--- config.mk ---
export PLATFORM = sky130hd
export DESIGN_NAME = dsp_mac
export DESIGN_NICKNAME = d
export VERILOG_FILES = /design/src/verilog/audio_pkg.sv /design/src/verilog/dsp_mac.sv
export SDC_FILE = /design/constraint.sdc
export NUM_CORES = 2
export LEC_CHECK = 0
export ABC_AREA = 1
export BUFFER_PORTS_ARGS = -buffer_cell sky130_fd_sc_hd__buf_4
export CAP_MARGIN = 20
export CORE_ASPECT_RATIO = 2
export CORE_MARGIN = 3
export CORE_UTILIZATION = 30
export CTS_CLUSTER_SIZE = 14
export DETAILED_ROUTE_END_ITERATION = 7
export GPL_ROUTABILITY_DRIVEN = 0
export GPL_TIMING_DRIVEN = 1
export HOLD_SLACK_MARGIN = 0.08
export SETUP_SLACK_MARGIN = 0.15
export SKIP_CTS_REPAIR_TIMING = 1
export SLEW_MARGIN = 20
export SYNTH_ARGS = -nofsm -noshare
export SYNTH_HDL_FRONTEND = slang
export SYNTH_SLANG_ARGS = --single-unit
--- constraint.sdc ---
create_clock -name clk -period 4.08 [get_ports clk]
set_clock_uncertainty 0.1 [all_clocks]
set_input_delay 0.408 -clock clk [delete_from_list [all_inputs] [get_ports clk]]
set_output_delay 0.408 -clock clk [all_outputs]
set_load 0.01 [all_outputs]
--- src/verilog/audio_pkg.sv ---
// --------------------------------------------------------------------
// Audio filter package
// Sample, coefficient and accumulator types plus the slice opcodes
// --------------------------------------------------------------------
`default_nettype none

package audio_pkg;

    // Widths
    parameter int SAMPLE_W = 18;
    parameter int ACC_W    = 48;

    // Coefficients per biquad, ordered b0, b1, b2, a1, a2
    parameter int NUM_TAPS = 5;

    // Saturation limits of an 18-bit signed sample
    parameter int SMP_MAX = 2 ** (SAMPLE_W - 1) - 1;
    parameter int SMP_MIN = -(2 ** (SAMPLE_W - 1));

    typedef logic signed [SAMPLE_W-1:0] sample_t;

    // a1 and a2 are stored negated so every term is summed
    typedef logic signed [SAMPLE_W-1:0] coef_t;

    typedef logic signed [ACC_W-1:0] acc_t;

    // Slice opcodes
    typedef enum logic [1:0] {
        OP_NOP = 2'd0,  // hold accumulator
        OP_MUL = 2'd1,  // load product
        OP_MAC = 2'd2   // add product to accumulator
    } dsp_op_t;

endpackage

`default_nettype wire
--- src/verilog/dsp_mac.sv ---
// --------------------------------------------------------------------
// Dual-lane multiply-accumulate slice
// Registered 18x18 products with a 48-bit accumulate or load per lane
// --------------------------------------------------------------------
`timescale 1ns/10ps
`default_nettype none

module dsp_mac (
    input  wire audio_pkg::dsp_op_t op,
    input  wire audio_pkg::sample_t a_l,
    input  wire audio_pkg::sample_t b_l,
    input  wire audio_pkg::sample_t a_r,
    input  wire audio_pkg::sample_t b_r,
    input  wire logic               clk,
    input  wire logic               reset,
    output audio_pkg::acc_t         p_l,
    output audio_pkg::acc_t         p_r
);

    // Next accumulator value for one lane
    function automatic audio_pkg::acc_t lane_next(
        input audio_pkg::dsp_op_t lane_op,
        input audio_pkg::sample_t a,
        input audio_pkg::sample_t b,
        input audio_pkg::acc_t    p
    );
        audio_pkg::acc_t prod;
        prod = audio_pkg::acc_t'(a) * audio_pkg::acc_t'(b);
        case (lane_op)
            audio_pkg::OP_MUL: return prod;
            audio_pkg::OP_MAC: return p + prod;
            default:           return p;
        endcase
    endfunction

    // Both lanes share the opcode
    always_ff @(posedge clk or posedge reset) begin
        if (reset) begin
            p_l <= '0;
            p_r <= '0;
        end
        else begin
            p_l <= lane_next(op, a_l, b_l, p_l);
            p_r <= lane_next(op, a_r, b_r, p_r);
        end
    end

endmodule

`default_nettype wire

======== After elaboration in Yosys (flattened, before gate mapping) ========
Cells that the tools add are included.
Widths: inputs -> output; s select.
word-level totals
  bits in registers ....................... 96
  output and inout port bits .............. 96
operators by class
  add/subtract/negate cells ............... 2
  multipliers ............................. 2
  eq/ne operators ......................... 2
  mux-type cells .......................... 2
  reduce and logical (&&, ||, !) cells .... 1
operators by type and width
  operator            number
  $pmux 48 s2         2
  $add 48x36->48      2
  $mul 18x18->36      2
  $eq 2x1->1 const B  1
  $eq 2x2->1 const B  1
  $reduce_bool 2->1   1

======== Depth between registers and ports, before layout ========
  depth after elaboration ................. 3
  mapped depth ............................ 43
  mapped depth without buffers ............ 41

======== Least setup slack after synthesis ========
Ideal clock, no wire load.
  path type ............................... in2reg
  from .................................... input a_l[17]
  to ...................................... register p_l[47]
  library setup time ...................... 0.118 ns
  arrival time ............................ 6.892 ns
  data required time ...................... 3.862 ns
  setup slack ............................. -3.030 ns
  cell stages on the path ................. 39
  path buffers ............................ 2
  cell sequence ........................... clkbuf_1 clkbuf_1 nand2_1 inv_1 fa_1 fa_1 ha_1 inv_1 fa_1 inv_1 fa_1 inv_1 fa_1 inv_1 ha_1 nand2_2 inv_1 a21oi_2 [... 3 more ...] inv_1 nand2_1 nand2_1 nand2_2 ha_1 nand2_1 nor2_1 inv_1 nor2_1 nand3_1 nor2_1 nand2_1 nand3_1 nand2_1 nand3_1 nand2_1 nand3_1 nand2_1
between the ends
  word-level cells in the longest chain between the ends .. 3
ends and longest elaborated chain
  item                  RTL line       RTL
  from (decl)           dsp_mac.sv:10  input wire audio_pkg::sample_t a_l,
  $mul 18x18->36 *      dsp_mac.sv:28  prod = audio_pkg::acc_t'(a) * audio_pkg::acc_t'(b);
  $add 48x36->48        dsp_mac.sv:31  audio_pkg::OP_MAC: return p + prod;
  $pmux 48 s2 *         dsp_mac.sv:29  case (lane_op)
  to (signal assigned)  dsp_mac.sv:43  p_l <= lane_next(op, a_l, b_l, p_l);
  to (decl)             dsp_mac.sv:16  output audio_pkg::acc_t p_l,
Mark *: on every way between the ends. The rest lies on a longest branch, timed or not.
A chain may end at the register's enable or synchronous reset.

======== Worst setup path after layout ========
  from .................................... input b_l[17]
  to ...................................... register p_l[31]
between the ends
  word-level cells in the longest chain between the ends .. 3
ends and longest elaborated chain
  item              RTL line       RTL
  from (decl)       dsp_mac.sv:11  input wire audio_pkg::sample_t b_l,
  $mul 18x18->36 *  dsp_mac.sv:28
  $add 48x36->48    dsp_mac.sv:31
  $pmux 48 s2 *     dsp_mac.sv:29
Marked as above.

==> impl_metrics.toml <==
[place]
placement.cell_area_um2 = 49600
dp_cells = 7988
dp_slack_ns = -3.72
dp_hpwl_um = 126000
portBuffers = 171

[global_route]
grt.overflow.total = 0
wire_length_of_the_first_global_routing_pass_um = 224000
global_route.usage.total = 0.223
antenna_violations_before_repair = 2
vias_in_the_first_global_route = 40500
grt_max_degree = 84

[worst_setup_path]
cp_slowest_stage_delay_ns = 0.51
classification_of_the_worst_setup_path = "in2reg"
setup.worst_path.end_class = "flip-flop"
critPathLaunchType = "primary input"
critical_path_buf_inv_count = 11
critical_path.top_delay_family = "adder cells"
worst-endpoint-arrival_ns = 7.14
worst_endpoint_required_time_ns = 4.29
worstPathMaxFanout = 8
cp_common_cell = "nand2_1"
critical-path-slowest-cell = "fa_1"

[synthesis]
netlist_area_um2 = 38000
synthMostInstantiatedCell = "nand2_1"
synthArstFlopShare = 1.00
synth.yosys.seq_area_share = 0.0631
synthCells = 5561
post_synth.cell_area_avg_um2 = 6.84
ys_seq_elements = 96
yosysUniqueCellTypes = 42
area_fraction_of_the_dominant_cell_type_after_synthesis = 0.347
synth.yosys.warnings = 0
synthTopCellsByArea = "fa_1 35%, nand2_1 16%, inv_1 15%"
synth_top_cells_by_count = "1611 x nand2_1, 1493 x inv_1, 660 x fa_1"
synth_fp_nets = 6582
synth_edf_count = 0
synth_top_flop_cell = "dfrtp_1"
netlist.top_cell.by_area = "fa_1"

[floorplanning]
die_x_um = 258
core_area_um2 = 126000
pin_count = 172
fp.dieArea_um2 = 131000
floorplan.die.height_um = 510
floorplan.initialDensity = 0.303
floorplan.rows = 184

[run_status]
failed_checks = "negative setup slack"
run_status = "finished with violations"

[timing]
final_min_period_over_clock_period = 1.70
maxClockFrequency_mhz = 144
final.min_clock_period_ns = 6.92
tightestPinTransition_ns = 1.09
finalHoldViolCount = 0
timing.final.max_slew_violations = 0
grt_setup_unrepaired = "yes"
worst_slew_margin_rel = 0.272
timing.final.ws_setup_ns = -2.84
finalSetupViolations = 86

[clock_tree]
cts.clk_slew.worst_paths_ns = 0.10
root_buffer = "clkbuf_16"
number_of_clock_sinks = 96
cts-buffers-inserted = 9
ctsLongestPathBuffers = 2
tritoncts = "built"
htree_num_levels = 3
clk-insertion-delay-late_ns = 0.42

[worst_hold_path]
hold_path_class = "in2async"

[route]
via_per_inst = 4.72
drt-pass1-iter-count = 7
drt-initial-drc-count = 1804
ant_nets = 0
route.detailed.drc = 0
routed_wire_length_um = 147000
routed_wire_length_per_instance_um = 18.3
vias = 38000

[cells_and_area]
register_area_um2 = 2400
finalNetCount = 7395
insertedDiodeCount = 0
syn2layout_area_growth_pct = 38.6
filler_free_cell_count_of_the_finished_design = 8053
drive_gt1_frac = 0.312
finish.instance_area_um2 = 52700
multi_input_comb_area_um2 = 34200
n_fill_cell = 12800

[flow_run]
maxCapViolations = 0
per-layer routing:
metal | share of wire | wire, µm | up-vias | GRT usage
met5 | 0.00020 | 29 | - | 0
met4 | 0.092 | 13600 | 4 | 0.167
met3 | 0.037 | 5400 | 534 | 0.0281
met2 | 0.54 | 80000 | 1049 | 0.437
met1 | 0.33 | 48100 | 18500 | 0.207
li1 | - | - | 17900 | -
kinds of logic after synthesis:
logic type / share of synthesized area
compound gates: 0.0647
xor+xnor: 0.0161
fa+ha+maj: 0.441
buf+inv: 0.166
flops: 0.0631
simple gates: 0.249
area by class of cell:
class / count / area share
multi-input cells: 3783 / 0.649
flip-flops and latches: 96 / 0.0456
repair buffers: 982 / 0.152
well taps: 1674 / 0.0397
clock buffers: 11 / 0.00479
clock inverters: 5 / 0.000854
inverters: 1502 / 0.108
cell usage in the layout (no fill, tap or decap), types with 8 or more instances in the layout:
cell type / count
nand2_4: 75
inv_2: 111
o21ai_1: 59
ha_1: 156
nand3_2: 40
nand3_1: 182
nor2_4: 67
inv_1: 1377
nor3_2: 16
dfrtp_1: 96
a21o_1: 9
a21oi_1: 88
o21bai_1: 24
buf_12: 28
nor2_1: 198
nor3_1: 10
nand2_1: 1352
buf_6: 72
ha_4: 120
nand4_1: 76
fa_1: 633
buf_4: 877
xor2_1: 38
a21oi_2: 112
o21ai_2: 16
or2_2: 10
nand3_4: 8
nand2_2: 197
nor2_2: 69
clkbuf_16: 9
a21oi_4: 34
nor3_4: 11
a31o_2: 11
fa_2: 27
o21ai_0: 48
inv_4: 11
ha_2: 9
xnor2_1: 20
worst register-to-register path: stages (launching register included):
cell and delay (ns):
dfrtp_1 0.46, ha_1 0.33, fa_1 0.59, nand3_1 0.15
nand2_1 0.12, nand2_1 0.08, nand2_1 0.11, buf_4 0.16
nand2_1 0.05, nand2_1 0.06, buf_6 0.15, a21oi_2 0.17
xor2_1 0.17, nand2_1 0.09, nand3_1 0.12, nand2_1 0.06
state kept, by name (all words and copies together) (netlist names):
signal and flops:
p_l 48, p_r 48
per-stage QoR:
stage	TNS, ns	hold slack, ns	util
6_report	-204.71	0.0623	0.419
5_1_grt	-227.18	0.129	0.419
4_1_cts	-224.87	0.0931	0.397
3_5_place_dp	-260.91	0.413	0.395
3_3_place_gp	-259.82	0.393	0.395
2_1_floorplan	-173.22	0.430	-
final timing paths:
kind                                      from             endpoint  slack [ns]  cells past startpoint
setup / recovery                       b_l[17]  p_l[31]$_DFFE_PP0P_       -2.84                     37
hold / removal                           reset  p_r[35]$_DFFE_PP0P_        0.06                      2
setup reg to reg            p_l[0]$_DFFE_PP0P_  p_l[18]$_DFFE_PP0P_        1.02                     15
hold reg to reg            p_r[16]$_DFFE_PP0P_  p_r[16]$_DFFE_PP0P_        0.43                      2
max in group asynchronous                reset  p_l[35]$_DFFE_PP0P_        2.99                      3
min in group clk                         op[1]  p_l[12]$_DFFE_PP0P_        0.28                      3
Power is left out: the tool's default activity adds up to more than one toggle a clock period on the data nets, which glitch-free logic cannot reach.
