**config.mk**
```make
export PLATFORM = sky130hd
export DESIGN_NAME = biquad_sequencer_flat
export DESIGN_NICKNAME = d
export VERILOG_FILES = /design/src/verilog/audio_pkg.sv /design/src/verilog/dsp_if.sv /design/src/verilog/biquad_sequencer.sv /design/src/flat_wrapper.sv
export SDC_FILE = /design/constraint.sdc
export NUM_CORES = 1
export LEC_CHECK = 0
export ABC_CLOCK_PERIOD_IN_PS = 7400
export BUFFER_PORTS_ARGS = -buffer_cell sky130_fd_sc_hd__clkbuf_2
export CAP_MARGIN = 10
export CORE_UTILIZATION = 50
export DETAILED_ROUTE_END_ITERATION = 8
export GPL_TIMING_DRIVEN = 0
export HOLD_SLACK_MARGIN = 0.08
export PLACE_DENSITY = 0.76
export SLEW_MARGIN = 5
export SYNTH_ARGS = -nofsm -noshare
export SYNTH_HDL_FRONTEND = slang
export SYNTH_SLANG_ARGS = --single-unit
```
**constraint.sdc**
```tcl
create_clock -name clk -period 7.4 [get_ports clk]
set_input_delay 0.37 -clock clk [delete_from_list [all_inputs] [get_ports clk]]
set_output_delay 0.37 -clock clk [all_outputs]
set_load 0.02 [all_outputs]
```
**src/verilog/audio_pkg.sv**
```systemverilog
// --------------------------------------------------------------------
// Audio filter package
// Sample, coefficient and accumulator types plus the slice opcodes
// --------------------------------------------------------------------
`default_nettype none

package audio_pkg;

    // Widths
    parameter int SAMPLE_W = 18;
    parameter int ACC_W    = 48;

    // Coefficients per biquad, ordered b0, b1, b2, a1, a2
    parameter int NUM_TAPS = 5;

    // Saturation limits of an 18-bit signed sample
    parameter int SMP_MAX = 2 ** (SAMPLE_W - 1) - 1;
    parameter int SMP_MIN = -(2 ** (SAMPLE_W - 1));

    typedef logic signed [SAMPLE_W-1:0] sample_t;

    // a1 and a2 are stored negated so every term is summed
    typedef logic signed [SAMPLE_W-1:0] coef_t;

    typedef logic signed [ACC_W-1:0] acc_t;

    // Slice opcodes
    typedef enum logic [1:0] {
        OP_NOP = 2'd0,  // hold accumulator
        OP_MUL = 2'd1,  // load product
        OP_MAC = 2'd2   // add product to accumulator
    } dsp_op_t;

endpackage

`default_nettype wire
```
**src/verilog/dsp_if.sv**
```systemverilog
// --------------------------------------------------------------------
// Multiply slice bus for one client
// --------------------------------------------------------------------
`timescale 1ns/10ps
`default_nettype none

interface dsp_if;

    // Client side
    audio_pkg::dsp_op_t op;
    audio_pkg::sample_t a_l;
    audio_pkg::sample_t b_l;
    audio_pkg::sample_t a_r;
    audio_pkg::sample_t b_r;
    logic               req;

    // Arbiter and slice side
    logic               gnt;
    audio_pkg::acc_t    p_l;
    audio_pkg::acc_t    p_r;

    modport client (
        output op, a_l, b_l, a_r, b_r, req,
        input  gnt, p_l, p_r
    );

    modport slice (
        input  op, a_l, b_l, a_r, b_r, req,
        output gnt, p_l, p_r
    );

endinterface

`default_nettype wire

```
**src/verilog/biquad_sequencer.sv**
```systemverilog
// --------------------------------------------------------------------
// Biquad stage sequencer
// Microcoded control of one stereo IIR stage on the shared slice
// --------------------------------------------------------------------
`timescale 1ns/10ps
`default_nettype none

module biquad_sequencer #(
    parameter int FRAC_BITS = 16
) (
    input  wire logic                                     clk,
    input  wire logic                                     reset,
    input  wire audio_pkg::coef_t [audio_pkg::NUM_TAPS-1:0] coefs,
    input  wire audio_pkg::sample_t                       smp_in_l,
    input  wire audio_pkg::sample_t                       smp_in_r,
    input  wire logic                                     in_req,
    output logic                                          in_ack,
    output audio_pkg::sample_t                            smp_out_l,
    output audio_pkg::sample_t                            smp_out_r,
    output logic                                          out_req,
    input  wire logic                                     out_ack,
    dsp_if.client                                         dsp
);

    // --------------------------------------------------------------------
    // Task table
    // --------------------------------------------------------------------
    localparam logic [6:0] T_WAIT_IN  = 7'h01;
    localparam logic [6:0] T_PUSH_X   = 7'h02;
    localparam logic [6:0] T_MUL_IN   = 7'h04;
    localparam logic [6:0] T_MAC_XY   = 7'h08;
    localparam logic [6:0] T_INC_I    = 7'h10;
    localparam logic [6:0] T_TAKE_RES = 7'h20;
    localparam logic [6:0] T_JP_0     = 7'h40;

    localparam logic [2:0] LAST_I = 3'(audio_pkg::NUM_TAPS - 1);

    logic [2:0] pc;
    logic [6:0] tasks;
    logic [6:0] run;
    logic [2:0] i_reg;
    logic       accept;
    logic       hold_gnt;
    logic       stall;

    audio_pkg::sample_t smp_l_q;
    audio_pkg::sample_t smp_r_q;
    audio_pkg::sample_t res_l;
    audio_pkg::sample_t res_r;

    // Index 0..2 hold x0..x2, 3..4 hold y1..y2, matching coefs
    audio_pkg::sample_t xy_l [audio_pkg::NUM_TAPS];
    audio_pkg::sample_t xy_r [audio_pkg::NUM_TAPS];

    always_comb begin
        case (pc)
            3'd0:    tasks = T_WAIT_IN;
            3'd1:    tasks = T_PUSH_X | T_MUL_IN | T_INC_I;
            3'd2:    tasks = T_MAC_XY | T_INC_I;
            3'd3:    tasks = '0;  // last product in flight
            3'd4:    tasks = T_TAKE_RES | T_JP_0;
            default: tasks = T_JP_0;
        endcase
    end

    // New input only once the previous output handshake is done
    assign accept   = (tasks & T_WAIT_IN) != '0 && in_req && !in_ack &&
                      !out_req && !out_ack;
    assign hold_gnt = (tasks & T_MUL_IN) != '0 && !dsp.gnt;
    assign run      = hold_gnt ? '0 : tasks;
    assign stall    = ((tasks & T_WAIT_IN) != '0 && !accept) || hold_gnt ||
                      ((tasks & T_MAC_XY) != '0 && i_reg != LAST_I);

    // PC and index register
    always_ff @(posedge clk or posedge reset) begin
        if (reset) begin
            pc    <= '0;
            i_reg <= '0;
        end
        else begin
            if ((run & T_JP_0) != '0) begin
                pc <= '0;
            end
            else if (!stall) begin
                pc <= pc + 3'd1;
            end

            if ((run & T_MAC_XY) != '0 && i_reg == LAST_I) begin
                i_reg <= '0;
            end
            else if ((run & T_INC_I) != '0) begin
                i_reg <= i_reg + 3'd1;
            end
        end
    end

    // --------------------------------------------------------------------
    // Handshakes and slice request
    // --------------------------------------------------------------------
    always_ff @(posedge clk or posedge reset) begin
        if (reset) begin
            in_ack  <= 1'b0;
            out_req <= 1'b0;
            dsp.req <= 1'b0;
        end
        else begin
            if (accept) begin
                in_ack <= 1'b1;
            end
            else if (in_ack && !in_req) begin
                in_ack <= 1'b0;
            end

            if ((run & T_TAKE_RES) != '0) begin
                out_req <= 1'b1;
            end
            else if (out_req && out_ack) begin
                out_req <= 1'b0;
            end

            // Held until the last product has been read
            if (accept) begin
                dsp.req <= 1'b1;
            end
            else if ((run & T_TAKE_RES) != '0) begin
                dsp.req <= 1'b0;
            end
        end
    end

    always_ff @(posedge clk) begin
        if (accept) begin
            smp_l_q <= smp_in_l;
            smp_r_q <= smp_in_r;
        end
    end

    // --------------------------------------------------------------------
    // Slice operands
    // --------------------------------------------------------------------
    always_ff @(posedge clk or posedge reset) begin
        if (reset) begin
            dsp.op <= audio_pkg::OP_NOP;
        end
        else if ((run & T_MUL_IN) != '0) begin
            dsp.op <= audio_pkg::OP_MUL;
        end
        else if ((run & T_MAC_XY) != '0) begin
            dsp.op <= audio_pkg::OP_MAC;
        end
        else begin
            dsp.op <= audio_pkg::OP_NOP;
        end
    end

    always_ff @(posedge clk) begin
        dsp.a_l <= coefs[i_reg];
        dsp.a_r <= coefs[i_reg];
        dsp.b_l <= ((run & T_MUL_IN) != '0) ? smp_l_q : xy_l[i_reg];
        dsp.b_r <= ((run & T_MUL_IN) != '0) ? smp_r_q : xy_r[i_reg];
    end

    // Scale back to 18 bits and clamp
    function automatic audio_pkg::sample_t sat(input audio_pkg::acc_t p);
        audio_pkg::acc_t s;
        s = p >>> FRAC_BITS;
        if (s > audio_pkg::SMP_MAX) begin
            return audio_pkg::sample_t'(audio_pkg::SMP_MAX);
        end
        if (s < audio_pkg::SMP_MIN) begin
            return audio_pkg::sample_t'(audio_pkg::SMP_MIN);
        end
        return audio_pkg::sample_t'(s);
    endfunction

    assign res_l = sat(dsp.p_l);
    assign res_r = sat(dsp.p_r);

    // --------------------------------------------------------------------
    // Delay lines and result
    // --------------------------------------------------------------------
    always_ff @(posedge clk or posedge reset) begin
        if (reset) begin
            for (int n = 0; n < audio_pkg::NUM_TAPS; n++) begin
                xy_l[n] <= '0;
                xy_r[n] <= '0;
            end
        end
        else if ((run & T_PUSH_X) != '0) begin
            xy_l[0] <= smp_l_q;
            xy_l[1] <= xy_l[0];
            xy_l[2] <= xy_l[1];
            xy_r[0] <= smp_r_q;
            xy_r[1] <= xy_r[0];
            xy_r[2] <= xy_r[1];
        end
        else if ((run & T_TAKE_RES) != '0) begin
            // Clamped value is the feedback term
            xy_l[3] <= res_l;
            xy_l[4] <= xy_l[3];
            xy_r[3] <= res_r;
            xy_r[4] <= xy_r[3];
        end
    end

    always_ff @(posedge clk) begin
        if ((run & T_TAKE_RES) != '0) begin
            smp_out_l <= res_l;
            smp_out_r <= res_r;
        end
    end

endmodule

`default_nettype wire

```
**src/flat_wrapper.sv**
```systemverilog
// flat-port wrapper written by rule: the top's interface ports become plain ports
module biquad_sequencer_flat 
#(
    parameter int FRAC_BITS = 16
)
  (clk, reset, coefs, smp_in_l, smp_in_r, in_req, in_ack, smp_out_l, smp_out_r, out_req, out_ack, dsp_op, dsp_a_l, dsp_b_l, dsp_a_r, dsp_b_r, dsp_req, dsp_gnt, dsp_p_l, dsp_p_r);
  dsp_if dsp_i ();
  input  wire logic clk;
  input  wire logic reset;
  input  wire audio_pkg::coef_t [audio_pkg::NUM_TAPS-1:0] coefs;
  input  wire audio_pkg::sample_t smp_in_l;
  input  wire audio_pkg::sample_t smp_in_r;
  input  wire logic in_req;
  output logic in_ack;
  output audio_pkg::sample_t smp_out_l;
  output audio_pkg::sample_t smp_out_r;
  output logic out_req;
  input  wire logic out_ack;
  output wire logic [$bits(dsp_i.op)-1:0] dsp_op;
  output wire logic [$bits(dsp_i.a_l)-1:0] dsp_a_l;
  output wire logic [$bits(dsp_i.b_l)-1:0] dsp_b_l;
  output wire logic [$bits(dsp_i.a_r)-1:0] dsp_a_r;
  output wire logic [$bits(dsp_i.b_r)-1:0] dsp_b_r;
  output wire logic [$bits(dsp_i.req)-1:0] dsp_req;
  input wire logic [$bits(dsp_i.gnt)-1:0] dsp_gnt;
  input wire logic [$bits(dsp_i.p_l)-1:0] dsp_p_l;
  input wire logic [$bits(dsp_i.p_r)-1:0] dsp_p_r;
  assign dsp_op = dsp_i.op;
  assign dsp_a_l = dsp_i.a_l;
  assign dsp_b_l = dsp_i.b_l;
  assign dsp_a_r = dsp_i.a_r;
  assign dsp_b_r = dsp_i.b_r;
  assign dsp_req = dsp_i.req;
  assign dsp_i.gnt = dsp_gnt;
  assign dsp_i.p_l = dsp_p_l;
  assign dsp_i.p_r = dsp_p_r;
  biquad_sequencer #(.FRAC_BITS(FRAC_BITS)) u_core (.clk(clk), .reset(reset), .coefs(coefs), .smp_in_l(smp_in_l), .smp_in_r(smp_in_r), .in_req(in_req), .in_ack(in_ack), .smp_out_l(smp_out_l), .smp_out_r(smp_out_r), .out_req(out_req), .out_ack(out_ack), .dsp(dsp_i));
endmodule
```
# Word level (Yosys, flattened, before mapping)
# Index checks and enable logic that the tools add are counted.
dict set report op_classes {
  add_sub_neg 2
  order_cmp 6
  n_eq_ne 7
  mux 38
  n_bitwise 2
  n_reduce_logical 24
}
# cell n
set op_table {}
lappend op_table {{$mux W18} 15}
lappend op_table {{$bmux W18 S3} 3}
lappend op_table {{$gt A32 B18 Y1 const B} 2}
lappend op_table {{$lt A32 B18 Y1 const B} 2}
lappend op_table {{$pmux W7 S5} 1}
lappend op_table {{$mux W1} 12}
lappend op_table {{$mux W3} 4}
lappend op_table {{$logic_and A1 B1 Y1} 10}
lappend op_table {{$reduce_bool A2 Y1} 4}
lappend op_table {{$mux W7} 1}
lappend op_table {{$add A3 B1 Y3 const B} 2}
lappend op_table {{$eq A3 B2 Y1 const B} 2}
lappend op_table {{$eq A3 B3 Y1 const B} 2}
lappend op_table {{$logic_not A1 Y1} 6}
lappend op_table {{$ge A4 B4 Y1 const B} 1}
lappend op_table {{$lt A3 B4 Y1 const B} 1}
lappend op_table {{$mux W2} 2}
lappend op_table {{$not A3 Y4} 1}
lappend op_table {{$eq A3 B1 Y1 const B} 1}
lappend op_table {{$logic_not A3 Y1} 1}
lappend op_table {{$ne A3 B3 Y1 const B} 1}
lappend op_table {{$logic_or A1 B1 Y1} 2}
lappend op_table {{$ne A2 B1 Y1 const B} 1}
lappend op_table {{$reduce_and A2 Y1} 1}
lappend op_table {{$not A1 Y1} 1}
dict set report word_totals {
  ff_bits 317
  inputBits 227
  out_inout_bits 113
  wordCells 102
}

# Logic depth before layout (Yosys ltp)
# Gate-level depths: netlist (run 1).
dict set report depth {
  depth_word 12
  depth_mapped 9
  depth_no_buf 6
}

# Least setup slack after synthesis (run 1)
# OpenSTA, ideal clock, no wires.
dict set report synth_timing {
  path_kind {register to register}
  startpoint {register u_core.pc[0]}
  endpoint {register u_core.smp_out_l[0] (enable)}
  setup_ns 0.380
  t_arrival_ns 1.635
  required_ns 7.020
  setup_slack_ns 5.385
  stages_incl_launch_ff 7
  path_buffers 2
  period_less_slack_ns 2.015
  cell_sequence {dfrtp_1 -> inv_1 -> ha_1 -> nand2_1 -> inv_1 -> buf_2 -> buf_2}
}
dict set report synth_between {
  elab_chain_len 4
  elab_cells_between_ends 8
  classes_between {4 x eq/ne; 2 x mux; 2 x reduce/logical}
}
# element line_no
set synth_lines {}
lappend synth_lines {{from (decl)} biquad_sequencer.sv:38} ;# logic [2:0] pc;
lappend synth_lines {{from (signal assigned)} biquad_sequencer.sv:85} ;# pc <= pc + 3'd1;
lappend synth_lines {{$eq A3 B3 Y1, or another cell as far along} biquad_sequencer.sv:56} ;# case (pc)
lappend synth_lines {{$pmux W7 S5 *} biquad_sequencer.sv:56}
lappend synth_lines {{$logic_and A1 B1 Y1} biquad_sequencer.sv:69} ;# assign hold_gnt = (tasks & T_MUL_IN) != '0 && !dsp.gnt;
lappend synth_lines {{$mux W7 *} biquad_sequencer.sv:70} ;# assign run = hold_gnt ? '0 : tasks;
lappend synth_lines {{named net u_core.run[5]} biquad_sequencer.sv:40} ;# logic [6:0] run;
lappend synth_lines {{to (signal assigned)} biquad_sequencer.sv:208} ;# smp_out_l <= res_l;
lappend synth_lines {{to (decl)} biquad_sequencer.sv:18} ;# output audio_pkg::sample_t smp_out_l,
# The timed path passes the listed nets; every way through them passes the cells marked *.
# A chain may end at the register's enable or synchronous reset.

# Final worst setup path (run 1)
dict set report layout_timing {
  startpoint {register u_core.pc[0]}
  endpoint {register u_core.smp_out_l[16] (enable)}
}
# Same word-level chain as after synthesis.

==> results of run 1 <==
[final cells by class]
| type | count | area [um2] | share of cell area |
|---|---|---|---|
| clock inverter | 14 | 103 | 0.00617 |
| tap | 335 | 419 | 0.0252 |
| timing repair buffer | 345 | 1930 | 0.116 |
| antenna | 1 | 2.50 | 0.000151 |
| multi-input combinational | 837 | 4580 | 0.276 |
| inverter | 11 | 48.8 | 0.00294 |
| sequential | 317 | 8020 | 0.483 |
| buffer | 95 | 541 | 0.0325 |
| clock buffer | 47 | 971 | 0.0584 |
[power by group]
part           switching [W]  internal [W]
Combinational        0.00156       0.00111
Sequential          0.000436       0.00247
Clock               0.000689      0.000956
[final timing paths]
path	startpoint	to	slack, ns	cells past startpoint
min in group asynchronous	reset	u_core.xy_l[77]	0.51	3
setup reg to reg	u_core.pc[0]	u_core.smp_out_l[16]	4.48	6
hold / removal	in_req	u_core.in_ack	0.09	3
setup / recovery	u_core.pc[0]	u_core.smp_out_l[16]	4.48	6
max in group asynchronous	reset	u_core.i_reg[2]	5.95	4
hold reg to reg	u_core.smp_r_q[1]	u_core.xy_r[73]	0.46	2
[through the flow]
stage	instances	cell area (um2)	TNS, ns	utilization	worst slack [ns]
after CTS	2001	16600	0	0.640	4.47
after global routing	2002	16600	0	0.640	4.36
final	2002	16600	0	0.640	4.48
after floorplan	1260	13200	0	-	1.83
after detailed placement	1903	15200	0	0.584	4.50
after global placement	1902	15100	-60.51	0.583	-0.328
[routing by layer]
metal  vias up  GRT usage  routed length (um)
met3       112     0.0445                2350
met5         -          0                   0
met1      5106      0.323               13700
met2       468      0.480               18400
li1       4972          -                   -
met4         0      0.128                1580
[kinds of logic (layout without fill, tap and decap cells)]
logic type	count (synthesis)	in the layout	share of synthesized area
buffers and inverters	106	512	0.0441
DFF	317	317	0.608
other	0	1	0
muxes	75	75	0.0912
adders and majority gates	6	6	0.00569
and+or+nand+nor	603	603	0.179
AOI/OAI and AO/OA	153	153	0.0715
[worst max-delay path: stages (launching register included)]
cell and delay (ns):
dfrtp_1 0.41, inv_1 0.11, ha_1 0.24, nand2_1 0.24, inv_1 0.25, buf_2 0.31, buf_2 0.94
[cell usage after synthesis, drive strengths merged (6+ instances only)]
library cell,n
a21oi,53
inv,11
clkbuf,27
ha,6
nand4,6
nand2,518
a22oi,36
mux4,36
o22ai,18
edfxtp,72
o21ai,41
dfxtp,54
dfrtp,191
nor4,6
nor2,57
nand3,6
buf,68
mux2i,38
==> key figures, run 1 <==
Synth
  – Synth Instances: 1,260
  – Yosys reg bits: 317
  – Seq/Total Area, Yosys: 0.608
  – Top cells by area, synth: dfrtp_1, edfxtp_1, nand2_1
  – Avg Inst Size Synth: 10.5 um2
  – Synth Flop Type: dfrtp_1
  – Post-synth top area cell: dfrtp_1
  – Syn Nets: 1,493
  – Post-Syn Area: 0.0132 mm2
  – Unique masters post-synth: 37
  – Ys async rst share: 0.603
  – Share of the synthesized area in the top cell type: 0.362
  – Yosys warns: 0
  – Post-synth EDFFs: 72

Drt
  – Via density per instance: 5.32
  – Pre-Repair DR Iteration Count: 5
  – Initial drt markers: 918
  – Routed Antenna Nets: 0
  – Vias post-DR: 10,658
  – Drt drc: 0
  – Average wire per standard cell: 18.0 um
  – Detailed Route WL: 36,100 um

Setup path
  – Crit Path Category: flip-flop to flip-flop
  – Crit Path Max Fanout: 45
  – Startpoint types: flip-flop
  – Worst setup EP type: flip-flop
  – WP data required: 7.52 ns
  – Crit path DAT: 3.04 ns

Finish
  – Biggest regs: u_core.xy_l (90), u_core.xy_r (90)
  – Nets: 1,874
  – Area grow syn2layout: 26.1%
  – Commonest non-fill, non-tap cell in the layout: nand2_1
  – FILL cells: 2,097
  – Layout cells sized above 1: 0.282
  – Commonest non-fill, non-tap cells in the layout: nand2_1, clkbuf_2, dfrtp_1, edfxtp_1, nor2_1

CTS
  – Clk sink count: 317
  – TritonCTS clock tree: done
  – Number of hold buffers added after cts: 37
  – Worst skew pair latency: 0.51 ns
  – Clock Tree Buf Depth: 3
  – Root Buffer: clkbuf_16
  – # H-tree levels: 2
  – Clock-pin slew on the worst setup and hold paths: 0.06 ns
  – Number of buffers created by CTS: 34
  – Post_cts resized: 0
  – Number of setup buffers added after CTS: 0

STA
  – FMAX: 342 MHz
  – Worst-margin pin slew: 1.15 ns
  – RSZ-0062 raised after global routing: no
  – Tightest hold margin: 0.0902 ns
  – Final Max Slew Viols: 0
  – Relative slew slack: 0.230
  – Final hold violations: 0
  – Tcrit/Tclk final: 0.395
  – Setup violations, final: 0
  – Worst Clk Skew: 0.0219 ns
  – Post-layout min period: 2.92 ns

Global route
  – Vias in the first global route: 10,736
  – Initial antenna violation count: 2
  – Total track usage: 0.271
  – Global route total overflow: 0
  – First-pass GRT wire length: 55,600 um
  – Largest net degree at the start of global routing: 101

Power and ir drop
  – Max VDD drop: 0.286 mV
  – Pwr dens: 434 mW/mm2
  – Total power: 0.00722 W
  – Leakage power: 8.17 nW

Die
  – Rows: 59
  – DIE WIDTH: 164 um
  – Core box area: 0.0260 mm2
  – Chip Height: 164 um
  – Initial core utilization: 0.507
  – # IOs: 340
  – Die area: 0.0270 mm2

Placement
  – Final HPWL DP: 25,300 um
  – Gpl congestion: 0.907
  – IO Port Bufs: 307

Hold path
  – HP Class: primary input to flip-flop

Run
  – Max Cap Viol: 0

Outcome
  – Outcome: finished, final reports clean
(Power assumes the default switching activity.)
==> inputs of run 2 (changes only) <==
--- a/config.mk
+++ b/config.mk
@@ -5,7 +5,7 @@
 export SDC_FILE = /design/constraint.sdc
 export NUM_CORES = 1
 export LEC_CHECK = 0
-export ABC_CLOCK_PERIOD_IN_PS = 7400
+export ABC_CLOCK_PERIOD_IN_PS = 2900
 export BUFFER_PORTS_ARGS = -buffer_cell sky130_fd_sc_hd__clkbuf_2
 export CAP_MARGIN = 10
 export CORE_UTILIZATION = 50
==> constraint.sdc (replaced) <==
create_clock -name clk -period 2.9 [get_ports clk]
set_input_delay 0.145 -clock clk [delete_from_list [all_inputs] [get_ports clk]]
set_output_delay 0.145 -clock clk [all_outputs]
set_load 0.02 [all_outputs]
==> key figures, run 2 (same netlist as run 1, synthesis figures left out) <==
Outcome
  – Outcome: finished, final reports clean

Finish
  – Area grow syn2layout: 34.3%
  – Ant. Diodes: 0 (-1)
  – Biggest regs: u_core.xy_l (90), u_core.xy_r (90)
  – FILL cells: 1,959 (-6.6%)
  – Layout cells sized above 1: 0.272 (-0.00920)
  – Commonest non-fill, non-tap cells in the layout: nand2_1, clkbuf_2, dfrtp_1, dlygate4sd3_1, edfxtp_1
  – Fin util: 0.681 (+0.0417)
  – Final cell count without fillers: 2,094 (+4.6%)
  – Nets: 1,966 (+4.9%)
  – Commonest non-fill, non-tap cell in the layout: nand2_1

Setup path
  – Startpoint types: flip-flop
  – Slowest CP cell: dlygate4sd3_1
  – R2r worst-path depth: 8 (+2)
  – Cell mode on critical path: dlygate4sd3_1
  – Crit path DAT: 3.07 ns (+0.03 ns)
  – Worst setup EP type: flip-flop
  – Max stage delay on crit path: 0.59 ns (-0.35 ns)
  – FF-to-FF setup slack: 0.22 ns (-4.26 ns)
  – Reg2reg start: u_core.i_reg[0]
  – Crit Path Max Fanout: 19 (-58%)
  – WP data required: 3.28 ns (-4.24 ns)
  – Crit Path Category: flip-flop to flip-flop
  – Crit-path cells: buf_8 > buf_6 > buf_4 > nor2_1 > a21oi_1 > dlygate4sd3_1 > o22ai_1 > dlygate4sd3_1
  – Reg2Reg Capture Point: u_core.dsp.a_l[17]

Drt
  – Via density per instance: 5.37 (+0.90%)
  – Pre-Repair DR Iteration Count: 6 (+1)
  – Detailed Route WL: 38,300 um (+6.3%)
  – Drt drc: 0 (unchanged)
  – Vias post-DR: 11,248 (+5.5%)
  – Average wire per standard cell: 18.3 um (+1.6%)
  – Routed Antenna Nets: 0 (unchanged)
  – Initial drt markers: 856 (-6.8%)

Run
  – Max Cap Viol: 0 (unchanged)

Die
  – Die area: 0.0270 mm2 (unchanged)
  – # IOs: 340 (unchanged)
  – Core box area: 0.0260 mm2 (unchanged)
  – DIE WIDTH: 164 um (unchanged)
  – Rows: 59 (unchanged)
  – Initial core utilization: 0.507 (unchanged)
  – Chip Height: 164 um (unchanged)

Hold path
  – Hold Path End: u_core.dsp.a_l[0]
  – HP Class: primary input to flip-flop
  – Hold Crit Depth: 3 (unchanged)
  – Hold wc startpoint: coefs[36]

STA
  – Final Max Slew Viols: 0 (unchanged)
  – Relative slew slack: 0.384 (+0.154)
  – FMAX: 372 MHz (+8.8%)
  – Worst-margin pin slew: 0.924 ns (-0.231 ns)
  – Post-layout min period: 2.68 ns (-0.236 ns)
  – Final hold violations: 0 (unchanged)
  – Tcrit/Tclk final: 0.926 (+0.531)
  – Setup violations, final: 0 (unchanged)
  – RSZ-0062 raised after global routing: no
  – Worst Clk Skew: 0.0126 ns (-0.00931 ns)

Global route
  – Largest net degree at the start of global routing: 46 (-54%)
  – GR Util met3: 0.0480 (+0.00352)
  – Vias in the first global route: 11,637 (+8.4%)
  – First-pass GRT wire length: 59,800 um (+7.5%)
  – Grt peak-use layer: met2
  – Initial antenna violation count: 0 (-2)
  – Global Route met1 Usage: 0.343 (+0.0205)
  – Global route total overflow: 0 (unchanged)
  – Total track usage: 0.290 (+0.0187)
  – GRT met2 Usage: 0.501 (+0.0209)

CTS
  – Number of setup buffers added after CTS: 0 (unchanged)
  – Clk sink count: 317 (unchanged)
  – Number of buffers created by CTS: 35 (+2.9%)
  – Clock-pin slew on the worst setup and hold paths: 0.06 ns (about the same)
  – TritonCTS clock tree: done
  – Clock Tree Buf Depth: 3 (unchanged)
  – Worst skew pair latency: 0.51 ns (about the same)
  – # H-tree levels: 2 (unchanged)
  – Root Buffer: clkbuf_16

Power and ir drop
  – Leakage power: 8.65 nW (+5.8%)
  – Psw: 0.00700 W (+160%)
  – Max VDD drop: 0.708 mV (+150%)
  – Pwr dens: 1090 mW/mm2 (+150%)
  – Cell internal pwr: 0.0123 W (+170%)
  – Clock power frac: 0.239 (+0.011)
  – Sequential power share: 0.383 (-0.020)
  – Switch share: 0.362 (-0.00986)
  – Combinational power share: 0.378 (+0.009)

Placement
  – IO Port Bufs: 307 (unchanged)
  – Gpl congestion: 0.900 (-0.75%)
  – Placed cells: 1,907 (+0.21%)
  – Final HPWL DP: 25,700 um (+1.7%)
run 2: cell types whose count changed in the layout (fill, tap and decap cells not counted), sizes merged:
cell / delta
bufinv: +3
diode: -1
dlygate4sd3: +88
inv: -3
buf: +3
clkbuf: +2
run 2: power by group through the flow:
stage | clock (W) | sequential [W] | combinational (W)
final | 0.00462 | 0.00741 | 0.00730
after global routing | 0.00484 | 0.00760 | 0.00798
after CTS | 0.00467 | 0.00739 | 0.00729
after detailed placement | 0 | 0.00743 | 0.00678
after global placement | 0 | 0.00738 | 0.00659
after floorplan | 0 | 0.00759 | 0.00437
run 2: through the flow:
step	power, W	cell area, um2	setup TNS (ns)	setup WS (ns)	hold WS, ns
6_report	0.0193	17700	0	0.215	0.125
5_1_grt	0.0204	17700	0	0.100	0.110
4_1_cts	0.0194	17700	0	0.0802	0.0901
3_5_place_dp	0.0142	15300	-0.0405	-0.00212	0.188
3_3_place_gp	0.0140	15100	-169.91	-0.909	0.324
2_1_floorplan	0.0120	13200	0	0.293	0.244
run 2: worst max path at each step:
stage / start / to / slack (ns) / cells after the start
2_1_floorplan: reset / u_core.dsp.op[0] / 0.29 / 1
3_3_place_gp: reset / u_core.xy_l[32] / -0.91 / 2
3_5_place_dp: u_core.pc[0] / u_core.smp_out_l[14] / -0.002 / 6
4_1_cts: u_core.i_reg[0] / u_core.dsp.a_l[10] / 0.08 / 9
5_1_grt: u_core.i_reg[0] / u_core.dsp.a_l[17] / 0.10 / 8
6_report: u_core.i_reg[0] / u_core.dsp.a_l[17] / 0.22 / 8
run 2: layout make-up:
| type | instances | area, um2 | area share |
|---|---|---|---|
| Tap cell | 335 | 419 | 0.0237 |
| Multi-Input combinational cell | 837 | 4580 | 0.259 |
| Clock inverter | 14 | 175 | 0.00989 |
| Buffer | 94 | 536 | 0.0302 |
| Clock buffer | 49 | 1030 | 0.0582 |
| Timing Repair Buffer | 437 | 2900 | 0.164 |
| Sequential cell | 317 | 8020 | 0.453 |
| Inverter | 11 | 45.0 | 0.00254 |
run 2: per-layer routing:
metal  routed length, um  part of all wire
met1               14100              0.37
met2               19500              0.51
met3                2650             0.069
met4                2090             0.054
met5                   0                 0
run 2: repair_timing:
item,CTS,global route
gates resized for setup,1,2
hold buffers,125,0
setup endpoints to repair,36,10
pin swaps,0,0
hold endpoints to repair,224,0
run 2: critical path: cells and delay by family (launching register included):
family / cells / cell delay (ns)
buf+inv: 5 / 1.85
flops: 1 / 0.41
compound gates: 2 / 0.23
simple gates: 1 / 0.07
